===== config.mk =====
export PLATFORM = sky130hd
export DESIGN_NAME = rv_legality_check
export DESIGN_NICKNAME = d
export VERILOG_FILES = /design/src/logic/rv_check_pkg.sv /design/src/logic/rv_legality_check.sv
export SDC_FILE = /design/constraint.sdc
export NUM_CORES = 1
export LEC_CHECK = 0
export BUFFER_PORTS_ARGS = -buffer_cell sky130_fd_sc_hd__buf_2
export CAP_MARGIN = 5
export CORE_AREA = 2 2 39 41
export DETAILED_ROUTE_END_ITERATION = 7
export DIE_AREA = 0 0 41 43
export GPL_TIMING_DRIVEN = 0
export PLACE_DENSITY = 0.65
export RECOVER_POWER = 50
export SLEW_MARGIN = 25
export SYNTH_ARGS = -nofsm -noshare
export SYNTH_HDL_FRONTEND = slang
export SYNTH_SLANG_ARGS = --single-unit
export TNS_END_PERCENT = 20

===== constraint.sdc =====
create_clock -name vclk -period 2.15
set_clock_uncertainty 0.05 [all_clocks]
set_input_delay 0.3225 -clock vclk [all_inputs]
set_output_delay 0.3225 -clock vclk [all_outputs]
set_load 0.01 [all_outputs]

===== src/logic/rv_check_pkg.sv =====
package rv_check_pkg;

    localparam int XLEN       = 32;   // data and pc width
    localparam int REG_ADDR_W = 5;    // register index width
    localparam int CNT_W      = 16;   // checked instruction counter width

    localparam logic [6:0] FUNCT7_ALT = 7'b0100000;  // sub, sra, srai

    // fence family funct3 values
    localparam logic [2:0] FUNCT3_FENCE   = 3'b000;
    localparam logic [2:0] FUNCT3_FENCE_I = 3'b001;

    typedef enum logic [6:0] {
        OPC_R     = 7'b0110011,  // register-register alu
        OPC_I     = 7'b0010011,  // immediate alu
        OPC_IL    = 7'b0000011,  // loads
        OPC_S     = 7'b0100011,  // stores
        OPC_B     = 7'b1100011,  // conditional branches
        OPC_JAL   = 7'b1101111,
        OPC_JALR  = 7'b1100111,
        OPC_LUI   = 7'b0110111,
        OPC_AUIPC = 7'b0010111,
        OPC_FENCE = 7'b0001111,
        OPC_E     = 7'b1110011   // ecall, ebreak
    } opcode_t;

    typedef enum logic [2:0] {
        ADDI      = 3'b000,
        SLLI      = 3'b001,
        SLTI      = 3'b010,
        SLTIU     = 3'b011,
        XORI      = 3'b100,
        SRLI_SRAI = 3'b101,  // funct7 picks logical or arithmetic
        ORI       = 3'b110,
        ANDI      = 3'b111
    } itype_funct3_t;

    typedef enum logic [2:0] {
        LB  = 3'b000,
        LH  = 3'b001,
        LW  = 3'b010,
        LBU = 3'b100,
        LHU = 3'b101
    } load_funct3_t;

    typedef enum logic [2:0] {
        SB = 3'b000,
        SH = 3'b001,
        SW = 3'b010
    } store_funct3_t;

    typedef enum logic [2:0] {
        BEQ  = 3'b000,
        BNE  = 3'b001,
        BLT  = 3'b100,
        BGE  = 3'b101,
        BLTU = 3'b110,
        BGEU = 3'b111
    } branch_funct3_t;

    // listed in priority order, highest first after ERR_NONE
    typedef enum logic [2:0] {
        ERR_NONE          = 3'd0,
        ERR_SPURIOUS_WE   = 3'd1,
        ERR_ILLEGAL       = 3'd2,
        ERR_BRANCH_TARGET = 3'd3,
        ERR_MEM_ADDR      = 3'd4,
        ERR_WB_DATA       = 3'd5,
        ERR_WB_RD         = 3'd6,
        ERR_WB_WE         = 3'd7
    } err_code_t;

endpackage

===== src/logic/rv_legality_check.sv =====
`timescale 1ns/1ps

module rv_legality_check (
    input  logic [rv_check_pkg::XLEN-1:0] inst_i,
    input  rv_check_pkg::opcode_t         opcode_i,
    input  logic [2:0]                    funct3_i,
    input  logic [6:0]                    funct7_i,
    output logic                          illegal_o
);

    logic funct7_zero;
    logic funct7_alt;
    logic rd_rs1_zero;
    logic fence_ok;
    logic system_ok;

    assign funct7_zero = (funct7_i == 7'b0);
    assign funct7_alt  = (funct7_i == rv_check_pkg::FUNCT7_ALT);
    assign rd_rs1_zero = (inst_i[11:7] == 5'b0) && (inst_i[19:15] == 5'b0);

    // fence: fm of 0000 or 1000 (tso), fence.i: every field other than funct3 zero
    always_comb begin
        fence_ok = 1'b0;
        if (funct3_i == rv_check_pkg::FUNCT3_FENCE) begin
            fence_ok = rd_rs1_zero && (inst_i[30:28] == 3'b0);
        end else if (funct3_i == rv_check_pkg::FUNCT3_FENCE_I) begin
            fence_ok = rd_rs1_zero && (inst_i[31:20] == 12'b0);
        end
    end

    // ecall and ebreak differ only in bit 20
    assign system_ok = (inst_i[31:21] == 11'b0) && (inst_i[19:7] == 13'b0);

    always_comb begin
        illegal_o = 1'b1;
        case (opcode_i)
            rv_check_pkg::OPC_LUI,
            rv_check_pkg::OPC_AUIPC: illegal_o = 1'b0;
            rv_check_pkg::OPC_JAL:   illegal_o = inst_i[21];   // offset bit 1
            rv_check_pkg::OPC_JALR: begin
                illegal_o = (funct3_i != 3'b000) || (inst_i[21:20] != 2'b00);
            end
            rv_check_pkg::OPC_B: begin
                illegal_o = !(funct3_i inside {rv_check_pkg::BEQ, rv_check_pkg::BNE,
                                               rv_check_pkg::BLT, rv_check_pkg::BGE,
                                               rv_check_pkg::BLTU, rv_check_pkg::BGEU})
                            || inst_i[8];                       // offset bit 1
            end
            rv_check_pkg::OPC_IL: begin
                illegal_o = !(funct3_i inside {rv_check_pkg::LB, rv_check_pkg::LH,
                                               rv_check_pkg::LW, rv_check_pkg::LBU,
                                               rv_check_pkg::LHU});
            end
            rv_check_pkg::OPC_S: begin
                illegal_o = !(funct3_i inside {rv_check_pkg::SB, rv_check_pkg::SH,
                                               rv_check_pkg::SW});
            end
            rv_check_pkg::OPC_I: begin
                if (funct3_i == rv_check_pkg::SLLI) begin
                    illegal_o = !funct7_zero;
                end else if (funct3_i == rv_check_pkg::SRLI_SRAI) begin
                    illegal_o = !(funct7_zero || funct7_alt);
                end else begin
                    illegal_o = 1'b0;  // upper bits are immediate
                end
            end
            rv_check_pkg::OPC_R: begin
                // alt form only for sub and sra
                illegal_o = !(funct7_zero ||
                              (funct7_alt && (funct3_i == 3'b000 || funct3_i == 3'b101)));
            end
            rv_check_pkg::OPC_FENCE: illegal_o = !fence_ok;
            rv_check_pkg::OPC_E:     illegal_o = !system_ok;
            default:                 illegal_o = 1'b1;
        endcase
    end

endmodule


==> reports/qor_table.md, run 1 <==
| Item | Value |
|---|---|
| Cells resized by post-CTS repair | 0 |
| Post-Synthesis Mean Instance Area | 6.57 um2 |
| Number of distinct library cell variants in the gate-level netlist after synthesis | 27 |
| Final Critical Period | 2000 ps |
| Sum of negative setup slack | 0 ps |
| Antenna violations before repair | 0 |
| Post-route clock period utilization | 92.9% |
| ANT nets after route | 0 |
| Full die area | 1760 um2 |
| Reg area | 0 um2 |
| Number of detailed-route iterations in the first pass | 2 |
| Cell area after synthesis | 289 um2 |
| Yosys warning count | 0 |
| Final layout net count | 137 |
| Per-cell via count in the routed design | 5.08 |
| Cell-by-cell listing of the critical path | buf_2 -> or4_4 -> nor2_1 -> a31oi_1 -> a221oi_2 -> o211ai_1 -> clkbuf_2 |
| Met1 track demand over resource | 12.7% |
| Final instance area | 519 um2 |
| Worst Setup Slack post-DPL | 142 ps |
| Total routing usage reported by global routing | 11.6% |
| Cells taking the most area after synthesis | nor4_1, nor2_1, or4_4, o32ai_1, a221oi_2 |
| Total setup buffers inserted after CTS | 0 |
| Number of placement rows | 14 |
| Synthesized instance count | 44 |
| Placed cell areas | 519 um2 |
| Kind of end point of the critical path | output pin |
| Final number of hold-violating endpoints | 0 |
| Maximum operating frequency | 0.500 GHz |
| Share of post-route cells with drive strength above 1 | 53.5% |
| HPWL after detailed placement | 946 um |
| Num sequential | 0 |
| Syn Nets | 93 |
| Total wire length | 1030 um |
| Proportion of netlist area held by the largest area contributor | 13.0% |
| Data arrival at the endpoint of the critical path | 1630 ps |
| Setup repair after global routing missed its margin | false |
| Via count | 518 |
| Worst Setup Start Kind | input pin |
| Most used routing layer in global routing | met2 |
| Crit-path max FO | 2 |
| Path class of the lowest-slack min-delay path | input pin to output pin |
| Synth cell count leaders | nor2_1, nor4_1, nand2_1 |
| Leakage | 0.000246 uW |
| P&R area growth vs syn | 79.7% |
| Number of global-route vias before repair | 459 |
| Met2 layer usage reported by global route | 22.2% |
| Final Instance Count excl. Fillers | 102 |
| Relative slew slack | 78.6% |
| Overall die width | 41 um |
| Dominant cell type by area after synthesis | nor4_1 |
| Overflow left after global routing | 0 |
| Max-cap check violation count | 0 |
| First-pass GRT wire length | 1570 um |
| Largest voltage drop on the vdd net | 0.0380 mV |
| Initial cell density of the core | 20.9% |
| Final worst setup slack | 152 ps |
| Clock buffers | 0 |
| Final weighted congestion in routability-driven placement | 0.692 |
| Total of hold buffers inserted after clock tree synthesis | 0 |
| DRC violations left | 0 |
| Pin count of the biggest net entering global routing | 10 |
| Areal power density over the cells | 140 nW/um2 |
| Count of endpoints failing setup in the final report | 0 |
| Result of the run | complete, no violations |
| Tightest Pin Transition | 321 ps |
| Startpoint-to-endpoint class of the critical path | input pin to output pin |
| Vert. Die Dim | 43 um |
| Met3 Use GR | 1.57% |
| Port bufs | 42 |
| Dominant delay contributor by cell family on the critical path | simple AND/OR/NAND/NOR gates |
| Wire per inst | 10.1 um |
| Pins over their slew limit | 0 |
| Worst-path cell with the longest stage delay | or4_4 |
| Placed cell count | 102 |
| Worst path required time | 1780 ps |
| Largest stage delay on the critical path | 520 ps |
| Bufs and invs on worst path | 2 |
| DRT iter0 DRCs | 2 |
| Count of inserted antenna diode cells | 0 |
| Register area share after synthesis | 0% |
| Number of I/O pins | 50 |
| Core area | 1380 um2 |
| Util after Layout | 37.5% |
-- final timing paths --
kind,start,to,slack [ps],cells after the start
max,inst_i[26],illegal_o,150,7
min,funct7_i[4],illegal_o,1000,4
-- power by group --
group | internal [uW] | switching [uW]
clock network | 0 | 0
registers | 0 | 0
logic | 40.0 | 32.5
total | 40.0 | 32.5
-- layer usage --
layer	vias to the layer above	part of all wire, %
li1	274	-
met1	221	43
met2	23	48
met3	0	9.6
met4	0	0
met5	-	0
-- area by class of cell --
type | count | area (um2)
fillers | 165 | 865
repair buffers | 42 | 210
multi-input cells | 41 | 278
inverters | 2 | 7.51
plain buffers | 1 | 3.75
well taps | 16 | 20.0
-- through the flow --
stage | hold WS [ps] | power (uW)
after global routing | 1040 | 81.2
after detailed placement | 995 | 72.8
after CTS | 994 | 72.9
final | 996 | 72.5
after global placement | 994 | 71.0
after floorplan | 785 | 25.3
-- tightest hold or removal path, stage by stage --
cell and delay, ps:
buf_2 80, a2111oi_1 40, o211ai_1 160, clkbuf_2 130
-- cell usage in the layout, fill, tap and decap left out, types with 2 or more instances in the layout --
master and n:
nor2_1 6, or4_4 2, buf_2 41, inv_1 2
nand2_1 3, o21ai_0 2, o32ai_1 2, nor4_1 6
a31oi_1 2
-- cells by family (layout without fill, tap and decap cells) --
family | after synthesis | in the layout | synth area share (%)
and+or+nand+nor | 27 | 27 | 55.8
AOI/OAI and AO/OA | 14 | 14 | 40.3
buffers and inverters | 3 | 45 | 3.90
(Power assumes the default switching activity.)
==> run 2, diff against run 1 <==
--- a/config.mk
+++ b/config.mk
@@ -13,6 +13,7 @@
 export GPL_TIMING_DRIVEN = 0
 export PLACE_DENSITY = 0.65
 export RECOVER_POWER = 50
+export SETUP_SLACK_MARGIN = 0.5
 export SLEW_MARGIN = 25
 export SYNTH_ARGS = -nofsm -noshare
 export SYNTH_HDL_FRONTEND = slang
==> reports/qor_table.md, run 2 (synthesized netlist as in run 1, its figures left out) <==
| Item | Value | vs previous |
|---|---|---|
| Vert. Die Dim | 43 um | unchanged |
| Initial cell density of the core | 20.9% | unchanged |
| Number of placement rows | 14 | unchanged |
| WHS Path Cells | 4 | unchanged |
| Cell-by-cell listing of the critical path | buf_6 -> or4_4 -> nor2_2 -> a31oi_1 -> a221oi_2 -> o211ai_1 -> buf_2 | was buf_2 -> or4_4 -> nor2_1 -> a31oi_1 -> a221oi_2 -> o211ai_1 -> clkbuf_2 |
| Sum of negative setup slack | 0 ps | unchanged |
| Relative slew slack | 78.6% | about the same |
| Maximum operating frequency | 0.507 GHz | was 0.500 GHz |
| Worst path required time | 1780 ps | about the same |
| Pin count of the biggest net entering global routing | 10 | unchanged |
| DRT iter0 DRCs | 3 | was 2 |
| Startpoint-to-endpoint class of the critical path | input pin to output pin | unchanged |
| Number of I/O pins | 50 | unchanged |
| Total wire length | 994 um | was 1030 um |
| Final number of hold-violating endpoints | 0 | unchanged |
| Count of endpoints failing setup in the final report | 0 | unchanged |
| HPWL after detailed placement | 898 um | was 946 um |
| Multi-input combinational cell area | 285 um2 | was 278 um2 |
| Share of post-route cells with drive strength above 1 | 55.8% | was 53.5% |
| Clock buffers | 0 | unchanged |
| Worst Setup Start Kind | input pin | unchanged |
| Most common cell after layout, fill and taps aside | buf_2 | unchanged |
| Areal power density over the cells | 140 nW/um2 | about the same |
| Critical path startpoint | inst_i[23] | was inst_i[26] |
| Tightest hold margin | 969 ps | was 996 ps |
| Kind of end point of the critical path | output pin | unchanged |
| Data arrival at the endpoint of the critical path | 1600 ps | was 1630 ps |
| P&R area growth vs syn | 86.6% | was 79.7% |
| Wire per inst | 9.75 um | was 10.1 um |
| Result of the run | complete, no violations | unchanged |
| Final Critical Period | 1970 ps | was 2000 ps |
| Final weighted congestion in routability-driven placement | 0.704 | was 0.692 |
| Overall die width | 41 um | unchanged |
| Number of global-route vias before repair | 370 | was 459 |
| Pins over their slew limit | 0 | unchanged |
| Via count | 520 | was 518 |
| Worst setup path endpoint | illegal_o | unchanged |
| Setup repair after global routing missed its margin | true | was false |
| Antenna violations before repair | 0 | unchanged |
| Overflow left after global routing | 0 | unchanged |
| Largest stage delay on the critical path | 540 ps | was 520 ps |
| Total routing usage reported by global routing | 9.99% | was 11.6% |
| Num sequential | 0 | unchanged |
| Per-cell via count in the routed design | 5.10 | was 5.08 |
| First-pass GRT wire length | 1350 um | was 1570 um |
| Number of detailed-route iterations in the first pass | 4 | was 2 |
| Path class of the lowest-slack min-delay path | input pin to output pin | unchanged |
| Max-cap check violation count | 0 | unchanged |
| Leakage | 0.000251 uW | was 0.000246 uW |
| Highest-count cells in the layout ignoring fill and taps | buf_2, nor4_1, nor2_1 | was buf_2, nor2_1, nor4_1 |
| Reg area | 0 um2 | unchanged |
| Count of inserted antenna diode cells | 0 | unchanged |
| Full die area | 1760 um2 | unchanged |
| ANT nets after route | 0 | unchanged |
| Tightest Pin Transition | 321 ps | about the same |
| DRC violations left | 0 | unchanged |
| Final Instance Count excl. Fillers | 102 | unchanged |
| Worst-path cell with the longest stage delay | or4_4 | unchanged |
| Placed cell count | 102 | unchanged |
| Core area | 1380 um2 | unchanged |
| Post-route clock period utilization | 91.7% | was 92.9% |
| Layout filler cell count | 160 | was 165 |
| Crit-path max FO | 2 | unchanged |
| Port bufs | 42 | unchanged |
| Final layout net count | 137 | unchanged |
| Largest voltage drop on the vdd net | 0.0453 mV | was 0.0380 mV |
[run 2: report_power, final]
part	leakage, uW	internal, uW	switching, uW	total (uW)
logic	0.000251	42.5	33.0	75.6
clock network	0	0	0	0
registers	0	0	0	0
total	0.000251	42.5	33.0	75.6
[run 2: cell type report]
cell class | instances | share of cell area, %
plain buffers | 1 | 0.696
inverters | 2 | 1.39
multi-input cells | 41 | 52.9
well taps | 16 | 3.71
repair buffers | 42 | 41.3
[run 2: worst min path at each step]
| stage | start | endpoint |
|---|---|---|
| floorplan | opcode_i[5] | illegal_o |
| global route | funct7_i[4] | illegal_o |
| CTS | funct7_i[4] | illegal_o |
| detailed placement | funct7_i[4] | illegal_o |
| finish | funct7_i[4] | illegal_o |
| global placement | funct7_i[4] | illegal_o |
[run 2: per-stage QoR]
stage / instance area, um2 / total power (uW) / utilization, % / setup slack [ps]
after global routing: 539 / 83.2 / 39.0 / 87.2
after detailed placement: 519 / 72.5 / 37.5 / 174
final: 539 / 75.6 / 39.0 / 179
after floorplan: 289 / 25.3 / - / 425
after global placement: 519 / 71.1 / 37.5 / 163
after CTS: 519 / 72.7 / 37.5 / 177
[run 2: timing repair]
action,in CTS,in global routing
setup endpoints to repair,1,1
buffers inserted,0,0
hold buffers,0,0
resized for setup,0,4
pin swaps,2,4
[run 2: per-layer routing]
metal / up-vias / part of all wire [%] / GRT usage (%)
met1: 225 / 43 / 14.6
met4: 0 / 0 / 0
met3: 0 / 9.8 / 0
met2: 23 / 48 / 16.9
li1: 272 / - / -
met5: - / 0 / 0
[run 2: critical path: cells and delay by family]
kind,cells,cell delay (ps)
compound gates,3,390
simple gates,2,650
buf+inv,2,240
